===== src/design/fpu_consts.svh =====
// ---------------------------------------------------------------------------
// single precision format widths and canonical special encodings
// ---------------------------------------------------------------------------
`ifndef FPU_CONSTS_SVH
`define FPU_CONSTS_SVH

`define FPU_EXP_W 8
`define FPU_MAN_W 23
`define FPU_WORD_W (`FPU_EXP_W + `FPU_MAN_W + 1)

// significand with hidden bit, aligned operand, adder result, zero count
`define FPU_SIG_W (`FPU_MAN_W + 1)
`define FPU_ALIGN_W (`FPU_MAN_W + 4)
`define FPU_SUM_W (`FPU_MAN_W + 5)
`define FPU_LZ_W 5

`define FPU_QNAN {1'b0, {`FPU_EXP_W{1'b1}}, 1'b1, {(`FPU_MAN_W-1){1'b0}}}
`define FPU_SNAN_RESULT(s) {s, {`FPU_EXP_W{1'b1}}, 1'b1, {(`FPU_MAN_W-2){1'b0}}, 1'b1}
`define FPU_INF(s) {s, {`FPU_EXP_W{1'b1}}, {`FPU_MAN_W{1'b0}}}
`define FPU_ZERO(s) {s, {(`FPU_WORD_W-1){1'b0}}}

`endif


===== src/design/fpu_format_pkg.sv =====
// ---------------------------------------------------------------------------
// floating point word layout and operand class bits
// ---------------------------------------------------------------------------
`include "fpu_consts.svh"

package fpu_format_pkg;

  // sign, biased exponent, stored mantissa
  typedef struct packed {
    logic                  sign;
    logic [`FPU_EXP_W-1:0] exp;
    logic [`FPU_MAN_W-1:0] man;
  } fp_fields_t;

  // same word seen as raw bits or as fields
  typedef union packed {
    logic [`FPU_WORD_W-1:0] raw;
    fp_fields_t             f;
  } fp_word_u;

  // decoded operand kind
  typedef struct packed {
    logic zero;
    logic nan;
    logic sig_nan;
    logic infty;
    logic denormal;
  } fp_class_t;

endpackage


===== src/design/fpu_status_pkg.sv =====
// ---------------------------------------------------------------------------
// exception flags and configuration write types
// ---------------------------------------------------------------------------
package fpu_status_pkg;

  // per result exceptions
  typedef struct packed {
    logic invalid;
    logic overflow;
    logic underflow;
    logic unimplemented;
  } fpu_flags_t;

  // we loads enable, clear_flags empties the accumulator
  typedef struct packed {
    logic we;
    logic enable;
    logic clear_flags;
  } fpu_cfg_t;

endpackage


===== src/design/fpu_add_sub.sv =====
// ---------------------------------------------------------------------------
// three stage single precision add/sub: align, add, normalize and round
// ---------------------------------------------------------------------------
`timescale 1ns/1ps
`include "fpu_consts.svh"

module fpu_add_sub
  import fpu_format_pkg::*;
  import fpu_status_pkg::*;
(
  input  logic       clk_i,
  input  logic       reset_i,
  input  logic       en_i,

  input  logic       v_i,
  input  fp_word_u   a_i,
  input  fp_word_u   b_i,
  input  logic       sub_i,
  output logic       ready_o,

  output logic       v_o,
  input  logic       yumi_i,
  output fp_word_u   z_o,
  output fpu_flags_t flags_o
);

  logic stall;
  logic advance;
  logic v_1_r, v_2_r, v_3_r;

  assign stall   = v_3_r & ~yumi_i;
  assign advance = ~stall & en_i;
  assign ready_o = advance;

  // stage 1: classify, align smaller operand, pick sign
  fp_class_t a_class, b_class;

  fpu_classify u_classify_a (
    .op_i    (a_i),
    .class_o (a_class)
  );

  fpu_classify u_classify_b (
    .op_i    (b_i),
    .class_o (b_class)
  );

  logic                            exp_a_less;
  logic [`FPU_EXP_W-1:0]           larger_exp;
  logic [`FPU_EXP_W-1:0]           exp_diff;
  logic [`FPU_SIG_W-1:0]           sig_a, sig_b;
  logic [`FPU_SIG_W-1:0]           larger_sig, smaller_sig;
  logic [2*(`FPU_SIG_W+2)-1:0]     align_window;
  logic                            sticky;
  logic [`FPU_ALIGN_W-1:0]         larger_padded, smaller_aligned;
  logic                            mag_a_less;
  logic                            result_sign;
  logic                            do_sub;

  // zero operands get no hidden bit, denormals are rejected later
  assign sig_a = {|a_i.f.exp, a_i.f.man};
  assign sig_b = {|b_i.f.exp, b_i.f.man};

  assign exp_a_less  = a_i.f.exp < b_i.f.exp;
  assign larger_exp  = exp_a_less ? b_i.f.exp : a_i.f.exp;
  assign exp_diff    = exp_a_less ? (b_i.f.exp - a_i.f.exp) : (a_i.f.exp - b_i.f.exp);
  assign larger_sig  = exp_a_less ? sig_b : sig_a;
  assign smaller_sig = exp_a_less ? sig_a : sig_b;

  // upper half keeps guard and round, lower half collects shifted-out bits
  assign align_window = {smaller_sig, 2'b00, {(`FPU_SIG_W+2){1'b0}}} >> exp_diff;
  assign sticky = (exp_diff >= (`FPU_SIG_W + 2)) ? (|smaller_sig)
                                                 : (|align_window[`FPU_SIG_W+1:0]);

  assign larger_padded   = {larger_sig, 3'b000};
  assign smaller_aligned = {align_window[2*(`FPU_SIG_W+2)-1 -: `FPU_SIG_W+2], sticky};

  assign mag_a_less  = a_i.raw[`FPU_WORD_W-2:0] < b_i.raw[`FPU_WORD_W-2:0];
  assign result_sign = mag_a_less ? (b_i.f.sign ^ sub_i) : a_i.f.sign;
  assign do_sub      = sub_i ^ a_i.f.sign ^ b_i.f.sign;

  logic                    sign_1_r, do_sub_1_r;
  logic [`FPU_EXP_W-1:0]   exp_1_r;
  logic [`FPU_ALIGN_W-1:0] larger_1_r, smaller_1_r;
  fp_class_t               a_class_1_r, b_class_1_r;

  always_ff @(posedge clk_i) begin
    if (reset_i) begin
      v_1_r <= 1'b0;
    end else if (advance) begin
      v_1_r <= v_i;
    end
  end

  // exponent carries one extra for the adder carry-out position
  always_ff @(posedge clk_i) begin
    if (advance & v_i) begin
      sign_1_r    <= result_sign;
      do_sub_1_r  <= do_sub;
      exp_1_r     <= larger_exp + 1'b1;
      larger_1_r  <= larger_padded;
      smaller_1_r <= smaller_aligned;
      a_class_1_r <= a_class;
      b_class_1_r <= b_class;
    end
  end

  // stage 2: order by magnitude, then add or subtract
  logic                    swap;
  logic [`FPU_ALIGN_W-1:0] big_man, little_man;
  logic [`FPU_SUM_W-1:0]   sum;

  // only possible when both exponents matched
  assign swap       = larger_1_r < smaller_1_r;
  assign big_man    = swap ? smaller_1_r : larger_1_r;
  assign little_man = swap ? larger_1_r : smaller_1_r;
  assign sum = do_sub_1_r ? ({1'b0, big_man} - {1'b0, little_man})
                          : ({1'b0, big_man} + {1'b0, little_man});

  logic                  sign_2_r, do_sub_2_r;
  logic [`FPU_EXP_W-1:0] exp_2_r;
  logic [`FPU_SUM_W-1:0] sum_2_r;
  fp_class_t             a_class_2_r, b_class_2_r;

  always_ff @(posedge clk_i) begin
    if (reset_i) begin
      v_2_r <= 1'b0;
    end else if (advance) begin
      v_2_r <= v_1_r;
    end
  end

  always_ff @(posedge clk_i) begin
    if (advance & v_1_r) begin
      sign_2_r    <= sign_1_r;
      do_sub_2_r  <= do_sub_1_r;
      exp_2_r     <= exp_1_r;
      sum_2_r     <= sum;
      a_class_2_r <= a_class_1_r;
      b_class_2_r <= b_class_1_r;
    end
  end

  // stage 3: normalize, round, resolve special cases
  logic [`FPU_LZ_W-1:0]    lz_count;
  logic                    sum_zero;
  logic [`FPU_SUM_W-1:0]   norm;
  logic [`FPU_EXP_W-1:0]   adj_exp;
  logic                    exp_borrow;
  logic                    round_up;
  logic [`FPU_WORD_W-2:0]  rounded;
  logic                    overflow, underflow;
  fp_word_u                z_next;
  fpu_flags_t              flags_next;

  fpu_leading_zeros u_leading_zeros (
    .value_i    (sum_2_r),
    .count_o    (lz_count),
    .all_zero_o (sum_zero)
  );

  assign norm = sum_2_r << lz_count;
  assign {exp_borrow, adj_exp} = {1'b0, exp_2_r}
                               - {{(`FPU_EXP_W+1-`FPU_LZ_W){1'b0}}, lz_count};

  // nearest even: guard set and either sticky bits or odd lsb
  assign round_up = norm[3] & ((|norm[2:0]) | norm[4]);
  assign rounded  = {adj_exp, norm[`FPU_SUM_W-2 -: `FPU_MAN_W]} + round_up;

  // a mantissa carry can push the exponent into either limit
  assign overflow  = (&adj_exp) | (&rounded[`FPU_WORD_W-2 -: `FPU_EXP_W]);
  assign underflow = exp_borrow | ~|rounded[`FPU_WORD_W-2 -: `FPU_EXP_W];

  always_comb begin
    flags_next = '0;
    z_next.raw = {sign_2_r, rounded};
    if (a_class_2_r.sig_nan | b_class_2_r.sig_nan) begin
      flags_next.invalid = 1'b1;
      z_next.raw = `FPU_SNAN_RESULT(sign_2_r);
    end else if (a_class_2_r.nan | b_class_2_r.nan) begin
      z_next.raw = `FPU_QNAN;
    end else if (a_class_2_r.infty & b_class_2_r.infty & do_sub_2_r) begin
      // opposite infinities cancel
      flags_next.invalid = 1'b1;
      z_next.raw = `FPU_QNAN;
    end else if (a_class_2_r.infty | b_class_2_r.infty) begin
      z_next.raw = `FPU_INF(sign_2_r);
    end else if (a_class_2_r.denormal | b_class_2_r.denormal) begin
      flags_next.unimplemented = 1'b1;
      z_next.raw = `FPU_QNAN;
    end else if (sum_zero) begin
      // exact cancellation is +0 under round to nearest
      z_next.raw = `FPU_ZERO(sign_2_r & ~do_sub_2_r);
    end else if (underflow) begin
      flags_next.underflow = 1'b1;
      z_next.raw = `FPU_ZERO(sign_2_r);
    end else if (overflow) begin
      flags_next.overflow = 1'b1;
      z_next.raw = `FPU_INF(sign_2_r);
    end
  end

  fp_word_u   z_3_r;
  fpu_flags_t flags_3_r;

  always_ff @(posedge clk_i) begin
    if (reset_i) begin
      v_3_r <= 1'b0;
    end else if (advance) begin
      v_3_r <= v_2_r;
    end
  end

  always_ff @(posedge clk_i) begin
    if (advance & v_2_r) begin
      z_3_r     <= z_next;
      flags_3_r <= flags_next;
    end
  end

  assign v_o     = v_3_r;
  assign z_o     = z_3_r;
  assign flags_o = flags_3_r;

endmodule


===== src/design/fpu_classify.sv =====
// ---------------------------------------------------------------------------
// operand classifier: zero, nan, signaling nan, infinity, denormal
// ---------------------------------------------------------------------------
`timescale 1ns/1ps
`include "fpu_consts.svh"

module fpu_classify
  import fpu_format_pkg::*;
(
  input  fp_word_u  op_i,
  output fp_class_t class_o
);

  logic exp_ones;
  logic exp_zero;
  logic man_zero;

  assign exp_ones = &op_i.f.exp;
  assign exp_zero = ~|op_i.f.exp;
  assign man_zero = ~|op_i.f.man;

  assign class_o.zero     = exp_zero & man_zero;
  assign class_o.denormal = exp_zero & ~man_zero;
  assign class_o.infty    = exp_ones & man_zero;
  assign class_o.nan      = exp_ones & ~man_zero;

  // quiet bit clear marks a signaling nan
  assign class_o.sig_nan  = exp_ones & ~man_zero & ~op_i.f.man[`FPU_MAN_W-1];

endmodule


===== src/design/fpu_leading_zeros.sv =====
// ---------------------------------------------------------------------------
// leading zero counter for the adder result, with all zero detect
// ---------------------------------------------------------------------------
`timescale 1ns/1ps
`include "fpu_consts.svh"

module fpu_leading_zeros (
  input  logic [`FPU_SUM_W-1:0] value_i,
  output logic [`FPU_LZ_W-1:0]  count_o,
  output logic                  all_zero_o
);

  // priority search, the highest set bit wins
  always_comb begin
    int unsigned zeros;
    zeros = 0;
    for (int i = 0; i < `FPU_SUM_W; i++) begin
      if (value_i[i]) begin
        zeros = `FPU_SUM_W - 1 - i;
      end
    end
    count_o = zeros[`FPU_LZ_W-1:0];
  end

  // count is meaningless when nothing is set
  assign all_zero_o = ~|value_i;

endmodule


===== src/design/fpu_status_regs.sv =====
// ---------------------------------------------------------------------------
// enable bit and sticky exception flag accumulator
// ---------------------------------------------------------------------------
`timescale 1ns/1ps

module fpu_status_regs
  import fpu_status_pkg::*;
(
  input  logic       clk_i,
  input  logic       reset_i,
  input  fpu_cfg_t   cfg_i,

  input  logic       v_i,
  input  logic       yumi_i,
  input  fpu_flags_t flags_i,

  output logic       en_o,
  output fpu_flags_t flags_accum_o
);

  logic       en_r;
  fpu_flags_t accum_r;

  // comes out of reset running
  always_ff @(posedge clk_i) begin
    if (reset_i) begin
      en_r <= 1'b1;
    end else if (cfg_i.we) begin
      en_r <= cfg_i.enable;
    end
  end

  // only results the sink actually took are counted
  always_ff @(posedge clk_i) begin
    if (reset_i) begin
      accum_r <= '0;
    end else if (cfg_i.clear_flags) begin
      accum_r <= '0;
    end else if (v_i & yumi_i & en_r) begin
      accum_r <= accum_r | flags_i;
    end
  end

  assign en_o          = en_r;
  assign flags_accum_o = accum_r;

endmodule


===== src/design/fpu_top.sv =====
// ---------------------------------------------------------------------------
// fpu top: status registers beside the add/sub pipeline
// ---------------------------------------------------------------------------
`timescale 1ns/1ps

module fpu_top
  import fpu_format_pkg::*;
  import fpu_status_pkg::*;
(
  input  logic       clk_i,
  input  logic       reset_i,
  input  fpu_cfg_t   cfg_i,

  input  logic       v_i,
  input  fp_word_u   a_i,
  input  fp_word_u   b_i,
  input  logic       sub_i,
  output logic       ready_o,

  output logic       v_o,
  output fp_word_u   z_o,
  output fpu_flags_t flags_o,
  input  logic       yumi_i,

  output fpu_flags_t flags_accum_o
);

  logic en;

  fpu_status_regs u_status_regs (
    .clk_i         (clk_i),
    .reset_i       (reset_i),
    .cfg_i         (cfg_i),
    .v_i           (v_o),
    .yumi_i        (yumi_i),
    .flags_i       (flags_o),
    .en_o          (en),
    .flags_accum_o (flags_accum_o)
  );

  fpu_add_sub u_add_sub (
    .clk_i   (clk_i),
    .reset_i (reset_i),
    .en_i    (en),
    .v_i     (v_i),
    .a_i     (a_i),
    .b_i     (b_i),
    .sub_i   (sub_i),
    .ready_o (ready_o),
    .v_o     (v_o),
    .yumi_i  (yumi_i),
    .z_o     (z_o),
    .flags_o (flags_o)
  );

endmodule


===== config.mk =====
export PLATFORM = sky130hd
export DESIGN_NAME = fpu_top
export DESIGN_NICKNAME = d
export VERILOG_FILES = /design/src/design/fpu_format_pkg.sv /design/src/design/fpu_status_pkg.sv /design/src/design/fpu_add_sub.sv /design/src/design/fpu_classify.sv /design/src/design/fpu_leading_zeros.sv /design/src/design/fpu_status_regs.sv /design/src/design/fpu_top.sv
export VERILOG_INCLUDE_DIRS = /design/src /design/src/design
export SDC_FILE = /design/constraint.sdc
export NUM_CORES = 1
export LEC_CHECK = 0
export BUFFER_PORTS_ARGS = -buffer_cell sky130_fd_sc_hd__buf_2
export CAP_MARGIN = 20
export CORE_MARGIN = 2
export CORE_UTILIZATION = 30
export CTS_CLUSTER_DIAMETER = 200
export DETAILED_ROUTE_END_ITERATION = 8
export HOLD_SLACK_MARGIN = 0.08
export PLACE_DENSITY = 0.47
export SYNTH_ARGS = -nofsm -noshare
export SYNTH_HDL_FRONTEND = slang
export SYNTH_SLANG_ARGS = --single-unit
export TNS_END_PERCENT = 20

===== constraint.sdc =====
create_clock -name clk_i -period 9.3 [get_ports clk_i]
set_clock_uncertainty 0.15 [all_clocks]
set_input_delay 0.93 -clock clk_i [delete_from_list [all_inputs] [get_ports clk_i]]
set_output_delay 0.93 -clock clk_i [all_outputs]
set_load 0.02 [all_outputs]

==> metrics.md, run 1 <==
| Metric | Value |
|---|---|
| Post-placement cell area | 16900 sq um |
| Global-route usage over all layers | 0.178 |
| Vias in the first global route | 13300 |
| Worst Path Max Fanout | 41 |
| Yosys top cell by area | edfxtp_1 |
| Hold-fix buffers, CTS | 0 |
| Number of port buffers | 113 |
| Total of max-cap violations | 0 |
| Critical path endpoint category | flop |
| Detailed Place HPWL | 38000 um |
| CTS tree | yes |
| # H-tree levels | 4 |
| Switching share of power | 0.425 |
| Routed vias | 13600 |
| Logic gate share of total power | 0.496 |
| Synth cell types | 104 |
| Root buffer cell | clkbuf_16 |
| Max_slew headroom | 0.306 |
| Die ar. | 54200 sq um |
| Core box area | 51500 sq um |
| Row count | 83 |
| Sequential Power Share | 0.290 |
| Syn Nets | 1957 |
| Clock Path Buffers | 2 |
| Crit Path Category | reg -> reg |
| N_diodes | 0 |
| Post-CTS Resized | 0 |
| # setup viols final | 0 |
| CTS clock-pin slew for the worst setup and hold paths | 0.06 ns |
| Netlist area before placement | 15700 sq um |
| Buffers plus inverters on the worst setup path | 0 |
| Period utilisation layout | 0.720 |
| DRC Markers | 0 |
| P_sw | 1.40 mW |
| Top-count cell post-synth | nor2_1 |
| Max Freq | 149 MHz |
| Sequential area share after synthesis | 0.299 |
| Post-Syn Area per Cell | 8.79 sq um |
| Area contributors post-synth | edfxtp_1 (29%), ha_1 (7.6%), mux2i_1 (6.1%) |
| Pins Over Slew Limit | 0 |
| Initial antenna violation count | 0 |
| Critical path's most frequent cell | a21oi_1 |
| Synth warn | 0 |
| GP Congestion | 0.950 |
| Number of buffers created by CTS | 17 |
| Max VDD drop | 112 uV |
| Drt pass-1 iters | 5 |
| Number of synthesized flops with an enable pin | 151 |
| Final instance area | 17500 sq um |
| Leak pwr | 6.84 nW |
| Total global routing overflow | 0 |
| Final setup TNS | 0 ns |
| Clock Latency Late Sink | 0.45 ns |
| Die Span Y | 233 um |
| Largest net degree at the start of global routing | 70 |
| Top-area cell type share of the netlist area | 0.289 |
| Status | finished clean |
| IO Pins | 114 |
| Area Overhead vs Synth | 11.4% |
| First-pass GRT wire length | 75300 um |
| Type of origin of the critical path | flop |
| Initial Util | 0.305 |
| Pwr/cell area | 189 nW/um^2 |
| Clock Sinks | 159 |
| First DRT Iteration DRCs | 1110 |
| Post-layout nets | 2020 |
| Internal | 1.90 mW |
| Clock share of power | 0.214 |
| Setup bufs post-CTS | 0 |
| Worst path slowest cell | or4b_2 |
| Asr flop ratio synth | 0 |
| Total wire length | 48100 um |
| Critical Path, Cell by Cell | ha_1 > or4_1 > a221oi_1 > o21a_1 > o211a_1 > o21a_2 > nor2_1 > a21oi_1 > or4b_2 > nor2_1 > nor2_1 > xor2_1 > ha_1 > and3_1 > and3_1 > and3_1 > o31ai_1 > a31oi_1 > a31oi_1 > a21oi_1 > a21oi_1 > a21oi_1 > xnor2_1 |
| Commonest register cell after synthesis | edfxtp_1 |
| Hold Fails Final Rpt | 0 |
| Horiz. Die Dim | 233 um |
| Share of post-route cells with drive strength above 1 | 0.154 |
| Final Critical Period | 6.69 ns |
| Number of antenna-violating nets in the routed design | 0 |
| Number of synthesized register bits | 159 |
| Worst path max stage delay | 0.68 ns |
| Detailed-route wire length per cell | 18.9 um |
| RSZ-0062 raised after global routing | no |
| Post-synthesis instance total | 1786 |
| Tightest Pin Transition | 1.04 ns |
| Arrival @ worst endpoint | 6.75 ns |
| Top delay family on crit path | compound AO/OA/AOI/OAI gates |
| Fillers | 5418 |
| Worst Hold Class | reg -> reg |
| Commonest cells post-synth | nor2_1 (176), edfxtp_1 (151), nand2_1 (143) |
| Vias/cell | 5.35 |
| Required time worst endpoint | 9.35 ns |
[worst register-to-register path, delay by kind of cell (launching register included)]
kind | cells | cell delay [ns]
AOI/OAI and AO/OA | 11 | 2.84
and+or+nand+nor | 8 | 2.12
adders and majority gates | 2 | 0.61
DFF | 1 | 0.44
xor gates and xnor gates | 2 | 0.30
[final cells by class]
| type | count | area [sq um] | share of cell area |
|---|---|---|---|
| timing repair buffer | 135 | 763 | 0.0436 |
| sequential | 159 | 4690 | 0.268 |
| tap | 680 | 851 | 0.0486 |
| inverter | 102 | 390 | 0.0223 |
| multi-input combinational | 1434 | 10200 | 0.584 |
| clock inverter | 11 | 131 | 0.00751 |
| clock buffer | 21 | 450 | 0.0258 |
[layer usage]
layer | up-vias | global-route usage | share of wire
met5 | - | 0 | 0
met1 | 6376 | 0.232 | 0.46
met2 | 341 | 0.301 | 0.47
met4 | 0 | 0.0683 | 0.032
li1 | 6823 | - | -
met3 | 72 | 0.0224 | 0.034
[worst paths after layout]
kind / from / to / slack [ns] / cells past startpoint
min reg2reg: u_add_sub.exp_1_r[0] / u_add_sub.exp_2_r[0] / 0.27 / 0
max: u_add_sub.larger_1_r[10] / u_add_sub.sum_2_r[27] / 2.61 / 23
max reg2reg: u_add_sub.larger_1_r[10] / u_add_sub.sum_2_r[27] / 2.61 / 23
min: u_add_sub.exp_1_r[0] / u_add_sub.exp_2_r[0] / 0.27 / 0
[stage by stage]
stage | hold slack (ns) | power (mW) | util | worst slack (ns) | instances
floorplan | 0.250 | 2.16 | - | 2.49 | 1786
global placement | 0.258 | 2.59 | 0.327 | 2.69 | 2508
detailed placement | 0.255 | 2.59 | 0.327 | 2.59 | 2508
CTS | 0.271 | 3.32 | 0.339 | 2.58 | 2540
global route | 0.285 | 3.52 | 0.340 | 2.03 | 2542
finish | 0.271 | 3.30 | 0.340 | 2.61 | 2542
[power groups by stage]
stage          Sequential [mW]  Combinational [mW]  Clock [mW]
5_1_grt                  0.967                1.80       0.750
6_report                 0.959                1.64       0.705
2_1_floorplan            0.940                1.22           0
3_3_place_gp             0.972                1.62           0
3_5_place_dp             0.974                1.62           0
4_1_cts                  0.958                1.63       0.731
[cells by family after synthesis]
| kind of cell | after synthesis | share of synthesized area |
|---|---|---|
| XOR/XNOR | 95 | 0.0535 |
| adder cells (fa/ha/maj) | 99 | 0.0808 |
| AO/OA/AOI/OAI | 464 | 0.202 |
| buffers and inverters | 193 | 0.0537 |
| multiplexers | 145 | 0.102 |
| flip-flops | 159 | 0.299 |
| AND/OR/NAND/NOR | 631 | 0.209 |
[registers in the layout, indices dropped and copies added, names as in the netlist, 8 cells and up]
name                   cells
u_add_sub.exp_1_r          8
u_add_sub.exp_2_r          8
u_add_sub.larger_1_r      24
u_add_sub.smaller_1_r     27
u_add_sub.sum_2_r         28
u_add_sub.z_o             32
[cell usage in the layout, fill, tap and decap left out, types with 53 or more instances in the layout]
cell type  count
inv_1        100
nand2_1      143
o21ai_0       74
buf_2        113
nor2_1       175
xor2_1        53
nor3_1        70
mux2i_1       96
edfxtp_1     151
ha_1          95
a21oi_1      139
Power figures use the tool's default switching activity.
==> run 2, diff against run 1 <==
- clock period: 9.3 -> 6.43 ns (I/O delays scaled with it)
==> metrics.md, run 2 (same netlist as run 1, synthesis figures left out) <==
| Metric | Value |
|---|---|
| Status | finished clean |
| Die ar. | 54200 sq um |
| Total of max-cap violations | 0 |
| Total global routing overflow | 0 |
| Initial antenna violation count | 0 |
| Type of origin of the critical path | flop |
| Clock Latency Late Sink | 0.45 ns |
| Clock Path Buffers | 2 |
| Setup bufs post-CTS | 0 |
| Leak pwr | 7.00 nW |
| Critical Path, Cell by Cell | inv_1 > ha_1 > or4_1 > a221oi_1 > o21a_1 > o211a_1 > o21a_4 > nor2_1 > a21oi_1 > or4b_2 > nor2_2 > nor2_1 > xor2_1 > ha_1 > and3_1 > and3_1 > and3_1 > o31ai_2 > a31oi_2 > a31oi_1 > a21oi_1 > a21oi_1 > a21oi_1 > xnor2_1 |
| First-pass GRT wire length | 77700 um |
| Critical path endpoint category | flop |
| # setup viols final | 0 |
| First DRT Iteration DRCs | 1089 |
| Worst Path Max Fanout | 11 |
| Drt pass-1 iters | 5 |
| Hold-fix buffers, CTS | 0 |
| GP Congestion | 0.959 |
| Smallest hold slack | 0.240 ns |
| Most frequent cells in the layout | nor2_1 (174), edfxtp_1 (151), nand2_1 (143) |
| Required time worst endpoint | 6.48 ns |
| IO Pins | 114 |
| Pins Over Slew Limit | 0 |
| Post-CTS Resized | 0 |
| Max_slew headroom | 0.358 |
| Share of post-route cells with drive strength above 1 | 0.172 |
| Post-layout nets | 2054 |
| Pwr/cell area | 272 nW/um^2 |
| Largest net degree at the start of global routing | 72 |
| Period utilisation layout | 0.931 |
| RSZ-0062 raised after global routing | no |
| Crit Path Category | reg -> reg |
| Row count | 83 |
| Global-route usage over all layers | 0.184 |
| Total wire length | 49700 um |
| Clock Sinks | 159 |
| DRC Markers | 0 |
| Leading cell type in the layout, fill and taps excluded | nor2_1 |
| Worst Hold Class | in -> reg |
| Root buffer cell | clkbuf_16 |
| Number of antenna-violating nets in the routed design | 0 |
| CTS tree | yes |
| CTS clock-pin slew for the worst setup and hold paths | 0.07 ns |
| Vias in the first global route | 13700 |
| Final Critical Period | 5.99 ns |
| Worst path slowest cell | or4b_2 |
| Vias/cell | 5.45 |
| Number of port buffers | 113 |
| Die Span Y | 233 um |
| Worst path max stage delay | 0.68 ns |
| Arrival @ worst endpoint | 6.04 ns |
| Critical path's most frequent cell | a21oi_1 |
| Area Overhead vs Synth | 13.4% |
| Core box area | 51500 sq um |
| Hold Fails Final Rpt | 0 |
| N_diodes | 0 |
| Detailed Place HPWL | 39700 um |
| Initial Util | 0.305 |
| Max FFs per register | 32 |
| Tightest Pin Transition | 0.952 ns |
| # H-tree levels | 4 |
| Horiz. Die Dim | 233 um |
| Final setup TNS | 0 ns |
| Routed vias | 14000 |
| Detailed-route wire length per cell | 19.3 um |
| Max VDD drop | 127 uV |
| Number of buffers created by CTS | 17 |
| Max Freq | 167 MHz |
## run 2: area by class of cell
| class | count | area [sq um] |
|---|---|---|
| Fill cell | 5399 | 33700 |
| Multi-Input combinational cell | 1435 | 10300 |
| Sequential cell | 159 | 4690 |
| Timing Repair Buffer | 168 | 1030 |
| Tap cell | 680 | 851 |
| Clock buffer | 22 | 444 |
| Inverter | 102 | 390 |
| Clock inverter | 10 | 128 |
## run 2: worst paths after layout
check | startpoint | end | slack, ns | cells past startpoint
min reg2reg | u_add_sub.sign_1_r | u_add_sub.sign_2_r | 0.27 | 0
max | u_add_sub.smaller_1_r[10] | u_add_sub.sum_2_r[27] | 0.44 | 24
max reg2reg | u_add_sub.smaller_1_r[10] | u_add_sub.sum_2_r[27] | 0.44 | 24
min | cfg_i[1] | u_status_regs.en_o | 0.24 | 2
## run 2: worst max-delay path: cells and delay by family (launching register included)
kind                       cells  cell delay [ns]
AOI/OAI and AO/OA             11             2.22
and+or+nand+nor                8             2.05
adders and majority gates      2             0.57
DFF                            1             0.38
xor gates and xnor gates       2             0.31
buffers and inverters          1             0.07
## run 2: through the flow
step                worst slack (ns)  cell area (sq um)  utilization  power, mW  cells
global placement               0.180              17200        0.333       3.81   2542
CTS                            0.138              17700        0.344       4.84   2574
floorplan                     0.0819              15700            -       3.12   1786
global route                 0.00693              17800        0.346       5.17   2576
finish                         0.443              17800        0.346       4.85   2576
detailed placement             0.150              17200        0.333       3.81   2542
## run 2: power by group
part | switching, mW | internal, mW | leakage (nW)
clock | 0.434 | 0.578 | 0.271
sequential | 0.105 | 1.28 | 1.49
combinational | 1.52 | 0.929 | 5.23
total | 2.06 | 2.79 | 7.00
## run 2: per-layer routing
metal / vias up / GRT usage / wire length, um
met5: - / 0 / 0
li1: 6896 / - / -
met4: 0 / 0.0705 / 1590
met1: 6682 / 0.237 / 22400
met2: 355 / 0.316 / 24000
met3: 99 / 0.0205 / 1700
